## src/vit_config.svh

```systemverilog
`ifndef VIT_CONFIG_SVH
`define VIT_CONFIG_SVH

// trellis size for K=5
`define VIT_STATES  16
`define VIT_STATE_W 4

// radix-4 steps per frame, two info bits each
`define VIT_STEPS   32

`define VIT_PM_W    8   // path metric width

// wishbone word addresses
`define VIT_ADR_CODE0 0
`define VIT_ADR_CODE1 1
`define VIT_ADR_CODE2 2
`define VIT_ADR_CODE3 3
`define VIT_ADR_CTRL  4
`define VIT_ADR_STAT  5
`define VIT_ADR_DATA0 6
`define VIT_ADR_DATA1 7

`endif

```

## src/vit_pkg.sv

```systemverilog
`include "vit_config.svh"

package vit_pkg;

    // one received code word, seen by the host as raw bits
    // and by the decode stage as eight 4-bit quads
    typedef union packed {
        logic [31:0]      raw;
        logic [7:0][3:0]  quad;   // quad[q] is step q of this word
    } code_word_u;

    // per-step record between stages
    typedef struct packed {
        logic                                  valid;
        logic [4:0]                            idx;   // radix-4 step index
        logic [3:0]                            quad;  // received code bits
        logic [`VIT_STATES-1:0][3:0][2:0]      bm;    // per state, per predecessor choice
    } step_t;

    // wishbone classic request from the host
    typedef struct packed {
        logic        cyc;
        logic        stb;
        logic        we;
        logic [2:0]  adr;
        logic [31:0] dat;
    } wb_req_t;

    typedef struct packed {
        logic [5:0] rsvd;   // reads as zero
        logic       done;
        logic       busy;
    } stat_t;

endpackage

```

## src/vit_wb_regs.sv

```systemverilog
`timescale 1ns/1ps
`include "vit_config.svh"

module vit_wb_regs (
    input  logic                         clk,
    input  logic                         rst,
    input  vit_pkg::wb_req_t             i_wb,
    output logic [31:0]                  o_wb_dat,
    output logic                         o_wb_ack,
    output logic                         o_start,
    output vit_pkg::code_word_u [3:0]    o_code,
    input  logic                         i_tb_done,
    input  logic [63:0]                  i_tb_data,
    output vit_pkg::stat_t               o_stat
);

    logic                       access;
    logic                       wr;
    logic [31:0]                rd_mux;
    logic                       busy_q;
    logic                       done_q;
    logic [63:0]                dec_q;
    vit_pkg::code_word_u [3:0]  code_q;

    assign access = i_wb.cyc & i_wb.stb & ~o_wb_ack;   // ack drops for a cycle after each access
    assign wr     = access & i_wb.we;

    assign o_stat = '{rsvd: '0, done: done_q, busy: busy_q};
    assign o_code = code_q;

    // read path, write-only registers give zero
    always_comb
    begin
        case (i_wb.adr)
            3'(`VIT_ADR_STAT):  rd_mux = {24'd0, o_stat};
            3'(`VIT_ADR_DATA0): rd_mux = dec_q[31:0];
            3'(`VIT_ADR_DATA1): rd_mux = dec_q[63:32];
            default:            rd_mux = 32'd0;
        endcase
    end

    always_ff @(posedge clk or negedge rst)
    begin
        if (!rst)
        begin
            o_wb_ack <= 1'b0;
            o_wb_dat <= 32'd0;
            o_start  <= 1'b0;
            busy_q   <= 1'b0;
            done_q   <= 1'b0;
            dec_q    <= 64'd0;
        end
        else
        begin
            o_wb_ack <= access;
            o_start  <= 1'b0;
            if (access && !i_wb.we)
                o_wb_dat <= rd_mux;
            // start is refused while a frame is in flight
            if (wr && i_wb.adr == 3'(`VIT_ADR_CTRL) && i_wb.dat[0] && !busy_q)
            begin
                o_start <= 1'b1;
                busy_q  <= 1'b1;
                done_q  <= 1'b0;
            end
            if (i_tb_done)
            begin
                busy_q <= 1'b0;
                done_q <= 1'b1;
                dec_q  <= i_tb_data;
            end
        end
    end

    // code words, addresses 0..3
    always_ff @(posedge clk)
    begin
        if (wr && i_wb.adr[2] == 1'b0)
            code_q[i_wb.adr[1:0]].raw <= i_wb.dat;
    end

    a_ack_gap: assert property (@(posedge clk) disable iff (!rst)
        o_wb_ack |=> !o_wb_ack);

endmodule

```

## src/vit_branch_metric.sv

```systemverilog
`timescale 1ns/1ps
`include "vit_config.svh"

module vit_branch_metric (
    input  logic            clk,
    input  logic            rst,
    input  vit_pkg::step_t  i_step,
    output vit_pkg::step_t  o_step
);

    localparam logic [4:0] G0 = 5'o23;
    localparam logic [4:0] G1 = 5'o35;

    logic                               valid_q;
    logic [4:0]                         idx_q;
    logic [`VIT_STATES-1:0][3:0][2:0]   bm_d;
    logic [`VIT_STATES-1:0][3:0][2:0]   bm_q;

    // r = {choice, next state} with r[0] the newest input bit
    always_comb
    begin : bm_calc
        logic [5:0] r;
        logic [4:0] w1;
        logic [4:0] w2;
        logic [3:0] diff;
        for (int s = 0; s < `VIT_STATES; s++)
        begin
            for (int c = 0; c < 4; c++)
            begin
                r = 6'(c * `VIT_STATES + s);
                for (int j = 0; j < 5; j++)
                begin
                    w1[j] = r[5 - j];   // first stage window with w[4] newest
                    w2[j] = r[4 - j];
                end
                diff = {^(w2 & G1), ^(w2 & G0), ^(w1 & G1), ^(w1 & G0)} ^ i_step.quad;
                bm_d[s][c] = 3'(diff[0]) + 3'(diff[1]) + 3'(diff[2]) + 3'(diff[3]);
            end
        end
    end

    always_ff @(posedge clk or negedge rst)
    begin
        if (!rst)
            valid_q <= 1'b0;
        else
            valid_q <= i_step.valid;
    end

    always_ff @(posedge clk)
    begin
        idx_q <= i_step.idx;
        bm_q  <= bm_d;
    end

    assign o_step = '{valid: valid_q, idx: idx_q, quad: '0, bm: bm_q};

endmodule

```

## src/vit_acs.sv

```systemverilog
`timescale 1ns/1ps
`include "vit_config.svh"

module vit_acs (
    input  logic                                         clk,
    input  logic                                         rst,
    input  logic                                         i_start,
    input  vit_pkg::step_t                               i_step,
    output logic                                         o_wr_en,
    output logic [4:0]                                   o_wr_step,
    output logic [`VIT_STATES-1:0][`VIT_STATE_W-1:0]     o_wr_row,
    output logic                                         o_frame_end
);

    localparam logic [`VIT_PM_W-1:0] PM_INIT = `VIT_PM_W'(64);   // large start for states != 0

    logic [`VIT_STATES-1:0][`VIT_PM_W-1:0]     pm_q;
    logic [`VIT_STATES-1:0][`VIT_PM_W-1:0]     pm_nxt;
    logic [`VIT_STATES-1:0][`VIT_STATE_W-1:0]  surv;

    // predecessors of s are {c, s[3:2]} for c = 0..3
    always_comb
    begin : acs_calc
        logic [`VIT_STATE_W-1:0] p;
        logic [`VIT_PM_W-1:0]    sum;
        for (int s = 0; s < `VIT_STATES; s++)
        begin
            pm_nxt[s] = '0;
            surv[s]   = '0;
            for (int c = 0; c < 4; c++)
            begin
                p   = `VIT_STATE_W'(c * 4 + s / 4);
                sum = pm_q[p] + `VIT_PM_W'(i_step.bm[s][c]);
                if (c == 0 || sum < pm_nxt[s])   // strict compare keeps lowest on tie
                begin
                    pm_nxt[s] = sum;
                    surv[s]   = p;
                end
            end
        end
    end

    always_ff @(posedge clk)
    begin
        if (i_start)
        begin
            for (int s = 0; s < `VIT_STATES; s++)
                pm_q[s] <= (s == 0) ? '0 : PM_INIT;   // encoder starts in state 0
        end
        else if (i_step.valid)
        begin
            pm_q <= pm_nxt;
        end
    end

    always_ff @(posedge clk or negedge rst)
    begin
        if (!rst)
            o_frame_end <= 1'b0;
        else
            o_frame_end <= i_step.valid && i_step.idx == 5'(`VIT_STEPS - 1);
    end

    assign o_wr_en   = i_step.valid;
    assign o_wr_step = i_step.idx;
    assign o_wr_row  = surv;

    // frame end trails start by 32 steps plus feed and metric latency
    a_frame_end: assert property (@(posedge clk) disable iff (!rst)
        o_frame_end |-> $past(o_wr_en && o_wr_step == 5'(`VIT_STEPS - 1))
                        && $past(i_start, `VIT_STEPS + 2));

endmodule

```

## src/vit_survivor_mem.sv

```systemverilog
`timescale 1ns/1ps
`include "vit_config.svh"

module vit_survivor_mem (
    input  logic                                         clk,
    input  logic                                         i_wr_en,
    input  logic [4:0]                                   i_wr_step,
    input  logic [`VIT_STATES-1:0][`VIT_STATE_W-1:0]     i_wr_row,
    input  logic [4:0]                                   i_rd_step,
    output logic [`VIT_STATES-1:0][`VIT_STATE_W-1:0]     o_rd_row
);

    // one row per step, each entry is the winning predecessor of that state
    logic [`VIT_STATES-1:0][`VIT_STATE_W-1:0] mem [`VIT_STEPS];

    always_ff @(posedge clk)
    begin
        if (i_wr_en)
            mem[i_wr_step] <= i_wr_row;
    end

    assign o_rd_row = mem[i_rd_step];   // async read, traceback steps once per cycle

endmodule

```

## src/vit_traceback.sv

```systemverilog
`timescale 1ns/1ps
`include "vit_config.svh"

module vit_traceback (
    input  logic                                         clk,
    input  logic                                         rst,
    input  logic                                         i_frame_end,
    output logic [4:0]                                   o_rd_step,
    input  logic [`VIT_STATES-1:0][`VIT_STATE_W-1:0]     i_rd_row,
    output logic                                         o_done,
    output logic [63:0]                                  o_data
);

    logic                    active_q;
    logic [4:0]              cnt_q;
    logic [`VIT_STATE_W-1:0] st_q;
    logic                    run;
    logic [4:0]              step_cur;
    logic [`VIT_STATE_W-1:0] st_cur;

    // frame end reads step 31 from state 0 in the same cycle
    assign run      = i_frame_end | active_q;
    assign step_cur = active_q ? cnt_q : 5'(`VIT_STEPS - 1);
    assign st_cur   = active_q ? st_q : '0;   // zero tail ends the trellis in state 0

    assign o_rd_step = step_cur;

    always_ff @(posedge clk or negedge rst)
    begin
        if (!rst)
        begin
            active_q <= 1'b0;
            cnt_q    <= '0;
            st_q     <= '0;
            o_done   <= 1'b0;
        end
        else
        begin
            o_done <= 1'b0;
            if (run)
            begin
                st_q <= i_rd_row[st_cur];   // step back to the stored predecessor
                if (step_cur == 5'd0)
                begin
                    active_q <= 1'b0;
                    o_done   <= 1'b1;
                end
                else
                begin
                    active_q <= 1'b1;
                    cnt_q    <= step_cur - 5'd1;
                end
            end
        end
    end

    // low two state bits are the two info bits of this step
    always_ff @(posedge clk)
    begin
        if (run)
        begin
            o_data[{step_cur, 1'b0}] <= st_cur[1];
            o_data[{step_cur, 1'b1}] <= st_cur[0];
        end
    end

    a_done_pulse: assert property (@(posedge clk) disable iff (!rst)
        o_done |=> !o_done);

endmodule

```

## src/vit_top.sv

```systemverilog
`timescale 1ns/1ps
`include "vit_config.svh"

module vit_top (
    input  logic              clk,
    input  logic              rst,
    input  vit_pkg::wb_req_t  i_wb,
    output logic [31:0]       o_wb_dat,
    output logic              o_wb_ack
);

    logic                                        start;
    vit_pkg::code_word_u [3:0]                   code;
    vit_pkg::stat_t                              stat;
    logic                                        tb_done;
    logic [63:0]                                 tb_data;
    logic                                        feed_active_q;
    logic [4:0]                                  feed_cnt_q;
    vit_pkg::step_t                              feed_step;
    vit_pkg::step_t                              bm_step;
    logic                                        wr_en;
    logic [4:0]                                  wr_step;
    logic [`VIT_STATES-1:0][`VIT_STATE_W-1:0]    wr_row;
    logic                                        frame_end;
    logic [4:0]                                  rd_step;
    logic [`VIT_STATES-1:0][`VIT_STATE_W-1:0]    rd_row;

    vit_wb_regs u_regs (
        .clk(clk), .rst(rst), .i_wb(i_wb), .o_wb_dat(o_wb_dat), .o_wb_ack(o_wb_ack),
        .o_start(start), .o_code(code), .i_tb_done(tb_done), .i_tb_data(tb_data),
        .o_stat(stat)
    );

    // one quad per cycle, starting the cycle after start
    always_ff @(posedge clk or negedge rst)
    begin
        if (!rst)
        begin
            feed_active_q <= 1'b0;
            feed_cnt_q    <= '0;
        end
        else if (start)
        begin
            feed_active_q <= 1'b1;
            feed_cnt_q    <= '0;
        end
        else if (feed_active_q)
        begin
            feed_cnt_q <= feed_cnt_q + 5'd1;
            if (feed_cnt_q == 5'(`VIT_STEPS - 1))
                feed_active_q <= 1'b0;
        end
    end

    // word step/8, quad step mod 8
    assign feed_step = '{valid: feed_active_q, idx: feed_cnt_q,
                         quad: code[feed_cnt_q[4:3]].quad[feed_cnt_q[2:0]], bm: '0};

    vit_branch_metric u_bm (.clk(clk), .rst(rst), .i_step(feed_step), .o_step(bm_step));

    vit_acs u_acs (
        .clk(clk), .rst(rst), .i_start(start), .i_step(bm_step), .o_wr_en(wr_en),
        .o_wr_step(wr_step), .o_wr_row(wr_row), .o_frame_end(frame_end)
    );

    vit_survivor_mem u_mem (
        .clk(clk), .i_wr_en(wr_en), .i_wr_step(wr_step), .i_wr_row(wr_row),
        .i_rd_step(rd_step), .o_rd_row(rd_row)
    );

    vit_traceback u_tb (
        .clk(clk), .rst(rst), .i_frame_end(frame_end), .o_rd_step(rd_step),
        .i_rd_row(rd_row), .o_done(tb_done), .o_data(tb_data)
    );

    // the register file only waits on traceback while busy
    a_done_busy: assert property (@(posedge clk) disable iff (!rst)
        tb_done |-> stat.busy);

endmodule

```

## config.mk

```make
export PLATFORM = sky130hd
export DESIGN_NAME = vit_top
export DESIGN_NICKNAME = d
export VERILOG_FILES = /design/src/vit_pkg.sv /design/src/vit_wb_regs.sv /design/src/vit_branch_metric.sv /design/src/vit_acs.sv /design/src/vit_survivor_mem.sv /design/src/vit_traceback.sv /design/src/vit_top.sv
export VERILOG_INCLUDE_DIRS = /design/src
export SDC_FILE = /design/constraint.sdc
export NUM_CORES = 2
export LEC_CHECK = 0
export BUFFER_PORTS_ARGS = -buffer_cell sky130_fd_sc_hd__buf_2
export CAP_MARGIN = 20
export CORE_UTILIZATION = 60
export DETAILED_ROUTE_END_ITERATION = 6
export PLACE_DENSITY_LB_ADDON = 0.12
export SLEW_MARGIN = 20
export SYNTH_ARGS = -nofsm -noshare
export SYNTH_HDL_FRONTEND = slang
export SYNTH_SLANG_ARGS = --single-unit
```

## constraint.sdc

```tcl
create_clock -name clk -period 10.2 [get_ports clk]
set_input_delay 2.04 -clock clk [delete_from_list [all_inputs] [get_ports clk]]
set_output_delay 2.04 -clock clk [all_outputs]
set_load 0.02 [all_outputs]
```

After elaboration in Yosys (flattened, before gate mapping). Memory sizes are Yosys's and may differ from the RTL's. Index checks and enable logic that the tools add are counted.

$add $sub $neg: 110. $lt $le $gt $ge: 57. Eq/ne operators: 6. Mux-type cells: 129. Bitwise gates (word level): 22. Reduce and logical (&&, ||, !) cells: 15.

Operators by type and width (count): $add 8x3->8 (64); $lt 8x8->1 (48); $mux 8 (48); $mux 4 (35); $bwmux 128 (1); $bwmux 64 (2); $pmux 32 s3 (1); $add 3x1->3 (31); $bmux 32 s2 (1); $demux 32 s2 (1); $mux 32 (2); $mux 3 (16); $add 1x1->2 (13); $bmux 4 s4 (1); $mux 1 (15); $mux 5 (3); $lt 6x7->1 const B (2); $bmux 4 s3 (1); $eq 3x3->1 const B (4); $ge 6x1->1 const B (2); $not 2->2 (6); $not 3->3 (4); $demux 1 s5 (2); $eq 5x5->1 const B (2); 15 further kinds (34).

Register bits: 492. Memory bits (writable): 2048. Bits of input ports: 40. Memories: 1.

Memory list: u_mem.mem (depth 32, bits a word 64, rd ports 1, clocked after memory_dff 0, wr ports 1, line vit_survivor_mem.sv:14) `` logic [`VIT_STATES-1:0][`VIT_STATE_W-1:0] mem [`VIT_STEPS]; ``.

Depth between registers and ports, before layout.
Word-level depth: 8. Gate-level depth with buffers: 35.

Hierarchy. A second synthesis with hierarchy kept.

Cell total of the unflattened synthesis: 7575. Area, all modules: 121202.5 um2.

Modules (own cells, without submodules): vit_survivor_mem (times used 1, cells an instance 3045, area an instance 77667.0 um2); vit_acs (times used 1, cells an instance 3455, area an instance 27589.0 um2); vit_wb_regs (times used 1, cells an instance 408, area an instance 8234.1 um2); vit_traceback (times used 1, cells an instance 272, area an instance 3519.6 um2); vit_branch_metric (times used 1, cells an instance 267, area an instance 2825.2 um2); vit_top (times used 1, cells an instance 128, area an instance 1367.6 um2).

Worst setup path after synthesis. No wires, ideal clock.

Kind: reg2reg. Start point: reg u_bm.o_step[174] (netlist name). End point: mem u_mem.mem[0][18] (netlist name), data pin. Data arrival time: 7.060 ns. Path slack: 2.686 ns. Stages on the path, launching flop included: 34. Path buffers: 3. Clock period less this slack: 7.514 ns. Cell sequence: dfxtp_1 > ha_1 > fa_1 > a21oi_1 > nor2b_1 > xor2_1 > ha_1 > nand2_1 > o21ai_1 > nand2_1 > a311oi_2 > or2_1 > buf_6 > mux2i_1 > inv_1 > ha_1 > a21oi_1 > nor2b_1 > o21ai_0 > nand2_1 > nor2_1 > nand2_1 > nor3_1 > a311o_1 > clkbuf_1 > mux2i_1 > ha_1 > a21o_1 > a211o_1 > a2111o_1 > o221ai_1 > a21oi_1 > clkbuf_1 > o21ai_0.

RTL lines (line): to (decl) (vit_survivor_mem.sv:14).

==> impl_metrics.toml <==
[status]
status = "finished clean"

[global_routing]
grt_start_max_net_pins = 125
grt_pass1_wl_um = 349000
antenna_found_initial = 10
grt-ovfl-total = 0
grt_pass1_vias = 52300
grt_util_all_layers_pct = 35.7

[setup_path]
crit_required_ps = 10520
critPathBufInv = 1
reg2reg_depth = 28
cpMaxStageDelayCell = "o21ai_1"
worstPathMaxFanout = 32
criticalPathCategory = "reg2reg"
end_kind = "flip-flop"
critical_path_depth = 28
cp.arrival_ps = 9090
critPathTopFamily = "compound AO/OA/AOI/OAI gates"
worst_path_largest_cell_delay_ps = 790
critPathLaunchType = "flip-flop"

[detailed_routing]
vias = 53400
drcViolationCount = 0
drt_iter0_drc = 6035
wl_per_cell_um = 29.6
viasPerCell = 6.60
drt_wl_total_um = 240000
firstDrtPassIters = 6
final_antenna_net_count = 0

[worst_hold_path]
hold_path_depth = 1
min_path_type = "reg2reg"

[synth]
synth_area_leaders = "edfxtp_1 (46%), ha_1 (8.2%), mux4_2 (6.6%)"
synth_area_leader_cell = "edfxtp_1"
ys_warn_count = 0
synthFlopType = "edfxtp_1"
synth_common_cells = "edfxtp_1 (1216), ha_1 (520), nand2_1 (470)"
syn_area_um2 = 79700
synth.most_common_cell = "edfxtp_1"
syn_area_per_cell_um2 = 12.9
async_reset_ff_share_pct = 7.91
ys_ff_latch = 1504
synth_edf_count = 1216
ys_types = 109
synthesis.nets = 6822
synth_seq_area_share_pct = 53.8
syn_inst = 6187
synth_top_area_share_pct = 45.8

[clocking]
post_cts_resized = 0
cts_max_level = 4
post_cts_buffers = 0
cts_tree = "built"
clockBufferDepth = 3
clock-sinks = 1504
cts_buffers = 155
cts-root-buf = "clkbuf_16"
cts.clk_slew.worst_paths_ps = 60
ctsHoldBuffers = 0
clock_latency_ps = 830

[timing]
slew_headroom_pct = 21.9
tns_ps = 0
worstMarginPinSlew_ps = 1170
fin_crit_ps = 8770
post-route-period-util_pct = 86.0
clock.fmax_ghz = 0.114
finClkSkew_ps = 61.5
slew_viol_final = 0
rsz0062_at_grt = "no"
hold_viol = 0
setup_viol = 0

[die]
start_util_pct = 60.6
io_pins = 73
core-area_um2 = 132000
dieArea_um2 = 134000
rows = 133
die_w_um = 366
die_y_um = 366

[layout]
final_core_util_pct = 66.4
drive_above_1_share_pct = 14.0
stdcell_area_um2 = 87400
syn_to_final_growth_pct = 9.71
final_nets = 6840
fill_cells = 9566

[run]
max_cap_viol_count = 0

[place]
dp_hpwl_um = 162000
gp_congestion = 1.01
placed_area_um2 = 82100
numPortBuffers = 72
## per-stage QoR
stage	setup slack, ps	cells	hold slack (ps)
final	1430	8089	455
after global routing	916	8088	479
after CTS	1600	8082	458
after detailed placement	1620	7799	450
after global placement	1760	7798	436
after floorplan	2690	6187	345
## cells by family (layout without fill, tap and decap cells)
logic type	count (synthesis)	after routing	share of synthesized area (%)
simple gates	1414	1414	8.28
mux	482	482	9.88
flops	1504	1504	53.8
other cells	0	3	0
xor+xnor	400	400	4.51
compound gates	1307	1307	10.8
buf+inv	472	616	2.48
fa+ha+maj	608	608	10.2
## layout make-up
cell class	count	area, µm²	share of cell area, %
clock inverter	90	1060	1.21
tap	1755	2200	2.51
clock buffer	193	4140	4.73
timing repair buffer	196	1390	1.58
inverter	137	522	0.597
antenna	3	7.51	0.00858
sequential	1504	42900	49.0
multi-input combinational	4211	35300	40.3
## cells in the final DEF, fill, tap and decap left out, drive strengths merged, types with 21 or more instances in the layout
cell type,Yosys,final
a211o,24,24
a211oi,75,75
a21o,189,189
a21oi,286,286
a22oi,33,33
a311oi,37,37
a31oi,96,96
a32oi,28,28
and2,33,33
and3,75,75
buf,142,196
clkbuf,193,193
clkinv,0,62
dfrtp,119,119
dfxtp,169,169
edfxtp,1216,1216
fa,75,75
ha,520,520
inv,137,143
mux2,89,89
mux2i,160,160
mux4,233,233
nand2,475,475
nand2b,70,70
nand3,59,59
nand4,49,49
nor2,421,421
nor2b,131,131
nor3,45,45
o21a,21,21
o21ai,305,305
o221ai,24,24
o22ai,41,41
xnor2,180,180
xor2,217,217
## metal layers
metal | vias up | part of all wire (%) | track usage, %
met5 | - | 0.028 | 0
met3 | 495 | 9.7 | 7.23
met4 | 6 | 4.3 | 14.6
li1 | 23500 | - | -
met2 | 2693 | 46 | 55.6
met1 | 26700 | 40 | 49.2
## path summary, 6_finish.rpt
| kind | from | slack (ps) | to |
|---|---|---|---|
| max in group asynchronous | rst | 7720 | u_regs.dec_q[44] |
| hold reg to reg | u_regs.o_wb_ack | 450 | u_regs.o_wb_ack |
| setup reg to reg | u_bm.o_step[174] | 1430 | u_mem.mem[3][35] |
| setup / recovery | u_bm.o_step[174] | 1430 | u_mem.mem[3][35] |
| hold / removal | u_regs.o_wb_ack | 450 | u_regs.o_wb_ack |
| min in group asynchronous | rst | 1250 | u_regs.o_wb_ack |
## flip-flops by register name (all words and copies together) (netlist names), 4 cells and up
| register | flops |
|---|---|
| feed_cnt_q | 5 |
| u_acs.pm_q | 128 |
| u_bm.idx_q | 5 |
| u_bm.o_step | 36 |
| u_mem.mem | 1024 |
| u_regs.dec_q | 64 |
| u_regs.o_code | 128 |
| u_regs.o_wb_dat | 32 |
| u_tb.cnt_q | 5 |
| u_tb.o_data | 64 |
| u_tb.st_q | 4 |
Power is left out: the tool's default activity adds up to more than one toggle a clock period on the data nets, which glitch-free logic cannot reach.
